===== config.mk =====
export PLATFORM = sky130hd
export DESIGN_NAME = load_store_unit
export DESIGN_NICKNAME = d
export VERILOG_FILES = /design/src/source/lsu_pkg.sv /design/src/source/lsu_bus_pkg.sv /design/src/source/lsu_wdata_align.sv /design/src/source/lsu_rdata_align.sv /design/src/source/lsu_ctrl_fsm.sv /design/src/source/load_store_unit.sv
export VERILOG_INCLUDE_DIRS = /design/src /design/src/source
export SDC_FILE = /design/constraint.sdc
export NUM_CORES = 1
export LEC_CHECK = 0
export ABC_AREA = 1
export CELL_PAD_IN_SITES_DETAIL_PLACEMENT = 1
export CELL_PAD_IN_SITES_GLOBAL_PLACEMENT = 2
export CORE_ASPECT_RATIO = 1.25
export CORE_MARGIN = 2
export CORE_UTILIZATION = 32
export DETAILED_ROUTE_END_ITERATION = 6
export DONT_BUFFER_PORTS = 1
export PLACE_DENSITY = 0.78
export SETUP_SLACK_MARGIN = 0.4
export SLEW_MARGIN = 5
export SYNTH_ARGS = -nofsm -noshare
export SYNTH_HDL_FRONTEND = slang
export SYNTH_SLANG_ARGS = --single-unit

===== constraint.sdc =====
create_clock -name clk_i -period 5.11 [get_ports clk_i]
set_input_delay 0.7665 -clock clk_i [delete_from_list [all_inputs] [get_ports clk_i]]
set_output_delay 0.7665 -clock clk_i [all_outputs]
set_load 0.02 [all_outputs]

===== src/source/lsu_config.svh =====
/*
 * width defines for the load/store unit and its data bus
 */

`ifndef LSU_CONFIG_SVH
`define LSU_CONFIG_SVH

// core address and bus address width
`define LSU_ADDR_W 32

`define LSU_DATA_W 32 // bus data, one word

// one enable per byte lane
`define LSU_BE_W 4

`define LSU_OFS_W 2 // byte offset inside a word

`endif


===== src/source/lsu_pkg.sv =====
/*
 * core-side types: access size, FSM states, core request
 */

`default_nettype none

`include "lsu_config.svh"

package lsu_pkg;

  // 2'b11 is not listed, decoders treat it as a byte like 2'b10
  typedef enum logic [1:0] {
    size_word = 2'b00,
    size_half = 2'b01,
    size_byte = 2'b10
  } mem_size_e;

  typedef enum logic [2:0] {
    st_idle,                     // no access in flight
    st_wait_gnt_mis,             // split access, first grant pending
    st_wait_rvalid_mis,          // first part granted, second part requested
    st_wait_gnt,                 // aligned access or second part waits for grant
    st_wait_rvalid_mis_gnts_done // both granted, first rvalid pending
  } ls_state_e;

  typedef struct packed {
    logic                   we;       // store when set
    mem_size_e              size;
    logic                   sign_ext; // loads only
    logic [`LSU_ADDR_W-1:0] addr;     // byte address from the ALU
    logic [`LSU_DATA_W-1:0] wdata;    // store data, right aligned
  } lsu_req_t;

endpackage

`default_nettype wire


===== src/source/lsu_bus_pkg.sv =====
/*
 * data bus types: outgoing request and incoming response
 */

`default_nettype none

`include "lsu_config.svh"

package lsu_bus_pkg;

  typedef struct packed {
    logic [`LSU_ADDR_W-1:0] addr;  // always word aligned
    logic                   we;
    logic [`LSU_BE_W-1:0]   be;
    logic [`LSU_DATA_W-1:0] wdata; // already rotated onto lanes
  } bus_req_t;

  typedef struct packed {
    logic                   gnt;    // address phase accepted
    logic                   rvalid; // one per accepted request, in order
    logic                   err;    // valid with rvalid
    logic [`LSU_DATA_W-1:0] rdata;
  } bus_rsp_t;

endpackage

`default_nettype wire


===== src/source/lsu_wdata_align.sv =====
/*
 * byte-enable generation and store data rotation for one bus transaction
 */

`default_nettype none

`include "lsu_config.svh"

module lsu_wdata_align import lsu_pkg::*; (
  input  lsu_req_t               req_i,
  input  logic                   second_part_i, // spill-over part of a split access
  output logic [`LSU_BE_W-1:0]   be_o,
  output logic [`LSU_DATA_W-1:0] wdata_o
);

  logic [`LSU_OFS_W-1:0] ofs;

  assign ofs = req_i.addr[`LSU_OFS_W-1:0];

  // lanes touched by this transaction
  always_comb begin
    case (req_i.size)
      size_word: begin
        if (!second_part_i) be_o = 4'b1111 << ofs;   // from offset up to lane 3
        else                be_o = ~(4'b1111 << ofs); // the bytes that spilled over
      end
      size_half: begin
        if (!second_part_i) be_o = 4'b0011 << ofs;   // offset 3 keeps lane 3 only
        else                be_o = 4'b0001;          // top byte of a half at offset 3
      end
      default: be_o = 4'b0001 << ofs; // bytes, both encodings
    endcase
  end

  // rotate left by the offset so byte 0 of the data sits on lane ofs,
  // bytes pushed past lane 3 wrap to the low lanes for the second part
  always_comb begin
    case (ofs)
      2'b01:   wdata_o = {req_i.wdata[23:0], req_i.wdata[31:24]};
      2'b10:   wdata_o = {req_i.wdata[15:0], req_i.wdata[31:16]};
      2'b11:   wdata_o = {req_i.wdata[7:0], req_i.wdata[31:8]};
      default: wdata_o = req_i.wdata;
    endcase
  end

endmodule

`default_nettype wire


===== src/source/lsu_rdata_align.sv =====
/*
 * transaction control registers, partial word register,
 * read data realignment with zero or sign extension
 */

`default_nettype none

`include "lsu_config.svh"

module lsu_rdata_align import lsu_pkg::*; (
  input  logic                   clk_i,
  input  logic                   rst_ni,
  input  logic                   ctrl_update_i,  // a part of the access was accepted
  input  logic                   rdata_update_i, // first response of a split load
  input  lsu_req_t               req_i,
  input  logic [`LSU_DATA_W-1:0] rdata_i,
  output logic [`LSU_DATA_W-1:0] rdata_o,
  output logic                   we_q_o
);

  logic [`LSU_OFS_W-1:0]   ofs_q;
  mem_size_e               size_q;
  logic                    sign_ext_q;
  logic                    we_q;
  logic [`LSU_DATA_W-1:8]  rdata_q;  // upper three bytes of the first word

  logic [`LSU_DATA_W-1:0]  rdata_shift; // response moved down by the offset
  logic [`LSU_DATA_W-1:0]  rdata_w;
  logic [15:0]             rdata_h;
  logic [7:0]              rdata_b;

  ////////////////////////////////////////////////////////////
  // registers
  ////////////////////////////////////////////////////////////

  always_ff @(posedge clk_i or negedge rst_ni) begin
    if (!rst_ni) begin
      ofs_q      <= '0;
      size_q     <= size_word;
      sign_ext_q <= 1'b0;
      we_q       <= 1'b0;
    end else if (ctrl_update_i) begin
      ofs_q      <= req_i.addr[`LSU_OFS_W-1:0];
      size_q     <= req_i.size;
      sign_ext_q <= req_i.sign_ext;
      we_q       <= req_i.we;
    end
  end

  // only meaningful between the two responses of a split load
  always_ff @(posedge clk_i) begin
    if (rdata_update_i) begin
      rdata_q <= rdata_i[`LSU_DATA_W-1:8];
    end
  end

  ////////////////////////////////////////////////////////////
  // realignment
  ////////////////////////////////////////////////////////////

  // accesses that fit in one word only need a shift
  assign rdata_shift = rdata_i >> {ofs_q, 3'b000};

  // words, low part from the held first response when split
  always_comb begin
    case (ofs_q)
      2'b01:   rdata_w = {rdata_i[7:0], rdata_q[31:8]};
      2'b10:   rdata_w = {rdata_i[15:0], rdata_q[31:16]};
      2'b11:   rdata_w = {rdata_i[23:0], rdata_q[31:24]};
      default: rdata_w = rdata_i;
    endcase
  end

  // half at offset 3 is the only split half
  assign rdata_h = (ofs_q == 2'b11) ? {rdata_i[7:0], rdata_q[31:24]} : rdata_shift[15:0];
  assign rdata_b = rdata_shift[7:0];

  // extension, the sign bit counts only when the flag is set
  always_comb begin
    case (size_q)
      size_word: rdata_o = rdata_w;
      size_half: rdata_o = {{16{sign_ext_q & rdata_h[15]}}, rdata_h};
      default:   rdata_o = {{24{sign_ext_q & rdata_b[7]}}, rdata_b};
    endcase
  end

  assign we_q_o = we_q; // direction of the access in flight

endmodule

`default_nettype wire


===== src/source/lsu_ctrl_fsm.sv =====
/*
 * bus transaction FSM with split-access handling, error tracking,
 * last-address register and status strobes
 */

`default_nettype none

`include "lsu_config.svh"

module lsu_ctrl_fsm import lsu_pkg::*, lsu_bus_pkg::*; (
  input  logic                   clk_i,
  input  logic                   rst_ni,
  input  logic                   lsu_req_i,
  input  lsu_req_t               req_i,
  input  bus_rsp_t               rsp_i,
  input  logic                   pmp_err_i,   // address phase only
  input  logic                   data_we_q_i, // direction held at the last accept
  output logic                   bus_req_o,
  output logic                   second_part_o,
  output logic                   addr_incr_req_o,
  output logic [`LSU_ADDR_W-1:0] addr_last_o,
  output logic                   ctrl_update_o,
  output logic                   rdata_update_o,
  output logic                   req_done_o,
  output logic                   resp_valid_o,
  output logic                   rdata_valid_o,
  output logic                   load_err_o,
  output logic                   store_err_o,
  output logic                   busy_o,
  output logic                   perf_load_o,
  output logic                   perf_store_o
);

  ls_state_e              state_q, state_d;
  logic                   handle_mis_q, handle_mis_d; // first part of a split access granted
  logic                   pmp_err_q, pmp_err_d;
  logic                   lsu_err_q, lsu_err_d;       // first part of a split access failed
  logic [`LSU_ADDR_W-1:0] addr_last_q, addr_last_d;
  logic                   addr_update;
  logic                   split_access;
  logic                   go;                         // new request taken in idle
  logic                   err_any;
  logic [`LSU_OFS_W-1:0]  ofs;

  assign ofs = req_i.addr[`LSU_OFS_W-1:0];

  // needs two word-aligned bus transactions
  assign split_access = ((req_i.size == size_word) && (ofs != 2'b00)) ||
                        ((req_i.size == size_half) && (ofs == 2'b11));

  ////////////////////////////////////////////////////////////
  // next state and strobes
  ////////////////////////////////////////////////////////////

  always_comb begin
    state_d         = state_q;
    handle_mis_d    = handle_mis_q;
    pmp_err_d       = pmp_err_q;
    lsu_err_d       = lsu_err_q;
    bus_req_o       = 1'b0;
    addr_incr_req_o = 1'b0;
    addr_update     = 1'b0;
    ctrl_update_o   = 1'b0;
    rdata_update_o  = 1'b0;
    perf_load_o     = 1'b0;
    perf_store_o    = 1'b0;
    go              = 1'b0;

    case (state_q)
      st_idle: begin
        pmp_err_d = 1'b0;
        if (lsu_req_i) begin
          bus_req_o    = 1'b1;
          pmp_err_d    = pmp_err_i;
          lsu_err_d    = 1'b0;
          perf_load_o  = ~req_i.we;
          perf_store_o = req_i.we;
          go           = 1'b1;
          // a pmp error stands in for the grant
          if (rsp_i.gnt || pmp_err_i) begin
            ctrl_update_o = 1'b1;
            addr_update   = 1'b1;
            handle_mis_d  = split_access;
            state_d       = split_access ? st_wait_rvalid_mis : st_idle;
          end else begin
            state_d = split_access ? st_wait_gnt_mis : st_wait_gnt;
          end
        end
      end

      st_wait_gnt_mis: begin
        bus_req_o = 1'b1; // request held, core keeps the data stable
        if (rsp_i.gnt || pmp_err_q) begin
          ctrl_update_o = 1'b1;
          addr_update   = 1'b1;
          handle_mis_d  = 1'b1;
          state_d       = st_wait_rvalid_mis;
        end
      end

      st_wait_rvalid_mis: begin
        bus_req_o       = 1'b1; // second part goes out right away
        addr_incr_req_o = 1'b1;
        if (rsp_i.rvalid || pmp_err_q) begin
          pmp_err_d      = pmp_err_i;               // now for the second part
          lsu_err_d      = rsp_i.err | pmp_err_q;   // outcome of the first part
          rdata_update_o = ~data_we_q_i;
          state_d        = rsp_i.gnt ? st_idle : st_wait_gnt;
          addr_update    = rsp_i.gnt & ~(rsp_i.err | pmp_err_q);
          handle_mis_d   = ~rsp_i.gnt;
        end else if (rsp_i.gnt) begin
          state_d      = st_wait_rvalid_mis_gnts_done; // second grant overtook rvalid
          handle_mis_d = 1'b0;
        end
      end

      st_wait_gnt: begin
        bus_req_o       = 1'b1;
        addr_incr_req_o = handle_mis_q; // set only for the second part
        if (rsp_i.gnt || pmp_err_q) begin
          ctrl_update_o = 1'b1;
          addr_update   = ~lsu_err_q; // keep the first failing address
          handle_mis_d  = 1'b0;
          state_d       = st_idle;
        end
      end

      st_wait_rvalid_mis_gnts_done: begin
        addr_incr_req_o = 1'b1; // second address still needed for addr_last
        if (rsp_i.rvalid) begin
          pmp_err_d      = pmp_err_i;
          lsu_err_d      = rsp_i.err; // first part was granted, so no pmp error
          addr_update    = ~rsp_i.err;
          rdata_update_o = ~data_we_q_i;
          state_d        = st_idle;
        end
      end

      default: state_d = st_idle;
    endcase
  end

  // first part reports the byte address, the second one the word address
  assign addr_last_d = addr_incr_req_o ? {req_i.addr[`LSU_ADDR_W-1:2], 2'b00} : req_i.addr;

  always_ff @(posedge clk_i or negedge rst_ni) begin
    if (!rst_ni) begin
      state_q      <= st_idle;
      handle_mis_q <= 1'b0;
      pmp_err_q    <= 1'b0;
      lsu_err_q    <= 1'b0;
      addr_last_q  <= '0;
    end else begin
      state_q      <= state_d;
      handle_mis_q <= handle_mis_d;
      pmp_err_q    <= pmp_err_d;
      lsu_err_q    <= lsu_err_d;
      if (addr_update) addr_last_q <= addr_last_d;
    end
  end

  ////////////////////////////////////////////////////////////
  // outputs
  ////////////////////////////////////////////////////////////

  assign err_any = lsu_err_q | rsp_i.err | pmp_err_q;

  // done once the last part is accepted, data follows later
  assign req_done_o    = (go | (state_q != st_idle)) & (state_d == st_idle);
  assign resp_valid_o  = (rsp_i.rvalid | pmp_err_q) & (state_q == st_idle);
  assign rdata_valid_o = (state_q == st_idle) & rsp_i.rvalid & ~err_any & ~data_we_q_i;

  assign load_err_o    = err_any & ~data_we_q_i & resp_valid_o;
  assign store_err_o   = err_any & data_we_q_i & resp_valid_o;

  assign second_part_o = handle_mis_q;
  assign addr_last_o   = addr_last_q;
  assign busy_o        = (state_q != st_idle);

endmodule

`default_nettype wire


===== src/source/load_store_unit.sv =====
/*
 * load/store unit top: FSM, store aligner and load aligner,
 * bus request assembly
 */

`default_nettype none

`include "lsu_config.svh"

module load_store_unit import lsu_pkg::*, lsu_bus_pkg::*; (
  input  logic                   clk_i,
  input  logic                   rst_ni,

  // core request, held until req_done_o
  input  logic                   lsu_req_i,
  input  lsu_req_t               lsu_req_data_i,

  // data bus
  input  bus_rsp_t               bus_rsp_i,
  input  logic                   pmp_err_i,
  output logic                   bus_req_o,
  output bus_req_t               bus_req_data_o,

  // back to the core
  output logic [`LSU_DATA_W-1:0] lsu_rdata_o,
  output logic                   rdata_valid_o,
  output logic                   resp_valid_o,
  output logic                   req_done_o,
  output logic                   addr_incr_req_o,
  output logic [`LSU_ADDR_W-1:0] addr_last_o,
  output logic                   load_err_o,
  output logic                   store_err_o,
  output logic                   busy_o,
  output logic                   perf_load_o,
  output logic                   perf_store_o
);

  lsu_req_t               req_eff;      // request with the offset of the whole access
  logic                   second_part;
  logic                   ctrl_update;
  logic                   rdata_update;
  logic                   data_we_q;
  logic [`LSU_BE_W-1:0]   be;
  logic [`LSU_DATA_W-1:0] wdata;

  // during the second part the core shows the next word address,
  // the original byte offset still sits in addr_last
  always_comb begin
    req_eff = lsu_req_data_i;
    if (second_part) begin
      req_eff.addr[`LSU_OFS_W-1:0] = addr_last_o[`LSU_OFS_W-1:0];
    end
  end

  lsu_ctrl_fsm ctrl_i (
    .clk_i           (clk_i),
    .rst_ni          (rst_ni),
    .lsu_req_i       (lsu_req_i),
    .req_i           (lsu_req_data_i),
    .rsp_i           (bus_rsp_i),
    .pmp_err_i       (pmp_err_i),
    .data_we_q_i     (data_we_q),
    .bus_req_o       (bus_req_o),
    .second_part_o   (second_part),
    .addr_incr_req_o (addr_incr_req_o),
    .addr_last_o     (addr_last_o),
    .ctrl_update_o   (ctrl_update),
    .rdata_update_o  (rdata_update),
    .req_done_o      (req_done_o),
    .resp_valid_o    (resp_valid_o),
    .rdata_valid_o   (rdata_valid_o),
    .load_err_o      (load_err_o),
    .store_err_o     (store_err_o),
    .busy_o          (busy_o),
    .perf_load_o     (perf_load_o),
    .perf_store_o    (perf_store_o)
  );

  lsu_wdata_align wdata_align_i (
    .req_i         (req_eff),
    .second_part_i (second_part),
    .be_o          (be),
    .wdata_o       (wdata)
  );

  lsu_rdata_align rdata_align_i (
    .clk_i          (clk_i),
    .rst_ni         (rst_ni),
    .ctrl_update_i  (ctrl_update),
    .rdata_update_i (rdata_update),
    .req_i          (req_eff),
    .rdata_i        (bus_rsp_i.rdata),
    .rdata_o        (lsu_rdata_o),
    .we_q_o         (data_we_q)
  );

  // bus only sees word addresses
  always_comb begin
    bus_req_data_o.addr  = {lsu_req_data_i.addr[`LSU_ADDR_W-1:2], 2'b00};
    bus_req_data_o.we    = lsu_req_data_i.we;
    bus_req_data_o.be    = be;
    bus_req_data_o.wdata = wdata;
  end

endmodule

`default_nettype wire


After elaboration in Yosys (flattened, before gate mapping)
Cells that the tools add are included.
{"block": "op_classes", "add_sub_neg": 0, "mul": 0, "div": 0, "order_cmp": 0, "eq_ne": 20, "shifts": 4, "mux": 54, "bitwise": 25, "n_reduce_logical": 20}
{"op": "one-hot mux 32 bit (3 select lines)", "count": 2}
{"op": "one-hot mux 32 bit (2 select lines)", "count": 1}
{"op": "right shift 32 x 5 -> 16 bit", "count": 1}
{"op": "two-way mux 1 bit", "count": 26}
{"op": "two-way mux 3 bit", "count": 7}
{"op": "two-way mux 16 bit", "count": 1}
{"op": "one-hot mux 3 bit (5 select lines)", "count": 1}
{"op": "AND 1 bit", "count": 12}
{"op": "== test 2 bit (second input constant)", "count": 5}
{"op": "two-way mux 2 bit", "count": 5}
{"op": "== test 2 x 1 -> 1 bit (second input constant)", "count": 4}
{"op": "two-way mux 4 bit", "count": 2}
{"op": "inequality test 2 x 1 -> 1 bit (second input constant)", "count": 4}
{"op": "one-hot mux 1 bit (2 select lines)", "count": 4}
{"op": "one-hot mux 4 bit (2 select lines)", "count": 1}
{"op": "NOT 1 bit", "count": 7}
{"op": "== test 3 x 2 -> 1 bit (second input constant)", "count": 2}
{"op": "logical NOT 3 bit", "count": 2}
{"op": "one-hot mux 1 bit (3 select lines)", "count": 2}
{"op": "AND reduction 6 bit", "count": 1}
{"op": "nonzero test 3 bit", "count": 2}
{"op": "bitwise OR 1 bit", "count": 5}
{"op": "one-hot mux 1 bit (5 select lines)", "count": 1}
{"op": "logical NOT 2 bit", "count": 2}
{"op": "17 further kinds", "count": 23}
{"block": "word_totals", "regBits": 68, "latchBits": 0, "ramBits": 0, "romBits": 0, "inputBits": 107, "memories": 0}

Logic depth before layout (Yosys ltp)
{"block": "logic_depth", "ltp_word": 9, "depth_mapped": 11}

Cells and area by module
Synthesis repeated with hierarchy kept, for this count alone.
{"block": "unflattened", "cells_unflattened": 1037, "area_unflattened_um2": 6647.6}
{"module": "lsu_rdata_align", "n_inst": 1, "cells_per_inst": 442, "area_each_um2": 2974.1, "seq_area_each_um2": 870.8}
{"module": "lsu_ctrl_fsm", "n_inst": 1, "cells_per_inst": 273, "area_each_um2": 2059.5, "seq_area_each_um2": 950.9}
{"module": "lsu_wdata_align", "n_inst": 1, "cells_per_inst": 281, "area_each_um2": 1336.3, "seq_area_each_um2": 0.0}
{"module": "load_store_unit", "n_inst": 1, "cells_per_inst": 41, "area_each_um2": 277.8, "seq_area_each_um2": 0.0}

Worst setup path before layout
Ideal clock, no wire load.
{"block": "synth_path", "kind": "input to register", "startpoint": "input bus_rsp_i[33] (netlist bit)", "endpoint": "register rdata_align_i.rdata_q[10] (netlist bit) (enable)", "t_arrival_ns": 3.234, "path_slack_ns": 1.410, "cell_stages": 2, "path_buffers": 0, "cell_sequence": "nor2_1 nor4_1"}
{"block": "synth_between", "elab_chain_len": 3}
{"item": "from (decl)", "line": "load_store_unit.sv:19", "source": "input bus_rsp_t bus_rsp_i,"}
{"item": "logical OR 1 bit", "line": "lsu_ctrl_fsm.sv:104", "source": "if (rsp_i.rvalid || pmp_err_q) begin"}
{"item": "two-way mux 1 bit", "line": "lsu_ctrl_fsm.sv:104"}
{"item": "one-hot mux 1 bit (2 select lines) *", "line": "lsu_ctrl_fsm.sv:69", "source": "case (state_q)"}
{"item": "via ctrl_i.rdata_update_o", "line": "lsu_ctrl_fsm.sv:23", "source": "output logic rdata_update_o,"}
{"item": "to (signal assigned)", "line": "lsu_rdata_align.sv:53", "source": "rdata_q <= rdata_i[`LSU_DATA_W-1:8];"}
{"item": "to (decl)", "line": "lsu_rdata_align.sv:25", "source": "logic [`LSU_DATA_W-1:8] rdata_q;"}
The timed path passes the listed nets; every way through them passes the cells marked *.
A chain may end at the register's enable or synchronous reset.

==> flow_summary.ini <==
[power]
p_int_mw = 1.88
ir_drop_mv = 0.249
netSwitchingFraction = 0.598
p_per_area_nw_per_um2 = 780
p_leak_nw = 2.73
power_frac_seq = 0.248
p_sw_mw = 2.79
power_frac_comb = 0.611
pwr-share-clk = 0.141

[sta]
max_clock_freq_mhz = 258
hold_ws_ps = 104
fin_crit_sh = 0.757
final-hold-violation-count = 0
finClkSkew_ps = 19.8
worstMarginPinSlew_ps = 1200
worst_slack_ps = 1240
slew_viol_final = 0
period_minus_slack_ps = 3870
setup_viol = 0
tns_ps = 0
slew_headroom = 0.197
rsz0062_at_grt = no

[critical_path]
r2r-end = ctrl_i.addr_last_o[19]
cp.required_ps = 4340
cp_max_fo = 33
endpoint_kind = primary output
crit_type = flip-flop to primary output
r2r_cells = 7
rrSetupSlack_ps = 2730
rr_startpoint = ctrl_i.state_q[1]
start_kind = flip-flop
arrival_ps = 3100

[die]
rows = 55
ios = 250
die_area_um2 = 19600
die_w_um = 126
core-area_um2 = 18100
start_util = 0.326
fp.dieH_um = 156

[global_route]
grt_use_total = 0.211
grt_pass1_vias = 6321
grt_pass1_wl_mm = 33.5
antenna_found_initial = 0
grt_max_degree = 45
overflow = 0

[yosys]
synth.most_common_cell = nand2_1
synth_commonest_cells = nand2_1, nand3_1, nor2_1
synth_top_area_frac = 0.206
ys_seq_elements = 68
synthArstFlopShare = 0.647
synth.largest_area_cell = nand2_1
synth_edf_count = 24
yosysWarnings = 0
syn_area_um2 = 5910
netlist_instances = 931
ys_seq_area_frac = 0.308
yosys-top-cells-area = nand2_1, dfrtp_1, edfxtp_1
avgSynthCellArea_um2 = 6.34
synthDistinctLibCells = 35
ys.flop_type = dfrtp_1

[clock_network]
hold_buffers = 0
clkTransAtPathRegs_ps = 70
post_cts_resized = 0
cts_setup_buffers = 0
insertion_delay_ps = 350
clock_sinks = 68
clockBufferDepth = 2
h-tree-depth = 3
root_buffer = clkbuf_16
cts_buffers = 9
cts_tree = done

[placement]
gp_congestion = 0.830
numPortBuffers = 0
hpwl_mm = 14.6
dp_slack_ps = 1600

[worst_hold_path]
hold_path_class = primary input to asynchronous set/reset pin

[drt]
first_pass_iters = 7
wl_per_cell_um = 19.1
first_iter_violations = 269
routed_wl_mm = 20.8
ant_nets = 0
drc_errors = 0
num_vias = 5987
via_per_inst = 5.49

[finish]
fillers = 2359
num_antenna_cells = 0
final_layout_size_suffix_gt1_frac = 0.0626
layout.nets = 969
regArea_um2 = 1820
multi_input_area_um2 = 3340
syn_to_final_growth_pct = 1.21

[job]
drv_cap = 0

[run_status]
status = completed
[state kept, by name, indices dropped and copies added (netlist names)]
| name | flops |
|---|---|
| ctrl_i.pmp_err_q | 1 |
| ctrl_i.addr_last_o | 32 |
| rdata_align_i.rdata_q | 24 |
| ctrl_i.lsu_err_q | 1 |
| ctrl_i.state_q | 3 |
| rdata_align_i.we_q_o | 1 |
| ctrl_i.second_part_o | 1 |
| rdata_align_i.sign_ext_q | 1 |
| rdata_align_i.size_q | 2 |
| rdata_align_i.ofs_q | 2 |
[cell usage in the layout (no fill, tap or decap), types with 2 or more instances in the layout]
| cell type | count |
|---|---|
| nand2_4 | 2 |
| nor3_1 | 7 |
| inv_1 | 41 |
| nand2_2 | 5 |
| conb_1 | 2 |
| ha_1 | 5 |
| dfrtp_1 | 44 |
| a21oi_1 | 49 |
| nor2_2 | 2 |
| nand4_1 | 8 |
| buf_4 | 8 |
| nor2_4 | 2 |
| inv_6 | 4 |
| clkbuf_16 | 9 |
| o21ai_0 | 55 |
| inv_2 | 3 |
| o22ai_1 | 2 |
| o211ai_1 | 14 |
| or2_2 | 9 |
| nand3_1 | 107 |
| a31oi_1 | 32 |
| nand3_2 | 3 |
| edfxtp_1 | 24 |
| nor2_1 | 92 |
| nand2_1 | 324 |
[cell type report]
type	count	area share
multi-input cells	726	0.559
clock inverters	7	0.0134
clock buffers	9	0.0377
repair buffers	8	0.0100
inverters	44	0.0276
flip-flops and latches	68	0.305
well taps	228	0.0477
[critical path, stage by stage (launching register included)]
cell     delay [ps]
dfrtp_1         460
inv_1           120
or2_2           280
o21a_1          150
inv_1            90
ha_1            960
nand2_1         110
a31oi_1         560
[metal layers]
metal / track usage / vias to the layer above / share of wire
li1: - / 2890 / -
met1: 0.248 / 2882 / 0.41
met2: 0.380 / 194 / 0.50
met3: 0.0504 / 21 / 0.065
met4: 0.0661 / 0 / 0.020
met5: 0 / - / 0
[stage by stage]
stage	area (um2)	power [mW]	cells	util
2_1_floorplan	5910	3.56	932	-
3_3_place_gp	5670	4.02	1074	0.313
3_5_place_dp	5670	4.05	1074	0.313
4_1_cts	5980	4.73	1090	0.330
5_1_grt	5980	5.09	1090	0.330
6_report	5980	4.66	1090	0.330
[power groups by stage]
stage	Combinational, mW	Sequential, mW	Clock [mW]
after global routing	3.21	1.19	0.700
after floorplan	2.49	1.07	0
after global placement	2.86	1.17	0
after CTS	2.89	1.16	0.682
after detailed placement	2.88	1.17	0
final	2.85	1.16	0.659
[cells by family after synthesis]
kind of cell    after synthesis  share of synthesized area
flops                        68                      0.308
fa+ha+maj                     5                     0.0106
simple gates                564                      0.406
compound gates              155                      0.146
buf+inv                     138                      0.128
other cells                   1                   0.000635
[how the worst max path moves through the flow]
stage,startpoint,cells past startpoint,to
global placement,lsu_req_data_i[32],5,bus_req_data_o[17]
finish,ctrl_i.second_part_o,7,bus_req_data_o[17]
floorplan,bus_rsp_i[33],2,rdata_align_i.rdata_q[10]
global route,ctrl_i.second_part_o,7,bus_req_data_o[9]
CTS,ctrl_i.second_part_o,7,bus_req_data_o[17]
detailed placement,rdata_align_i.ofs_q[1],7,lsu_rdata_o[17]
Power figures use the tool's default switching activity.
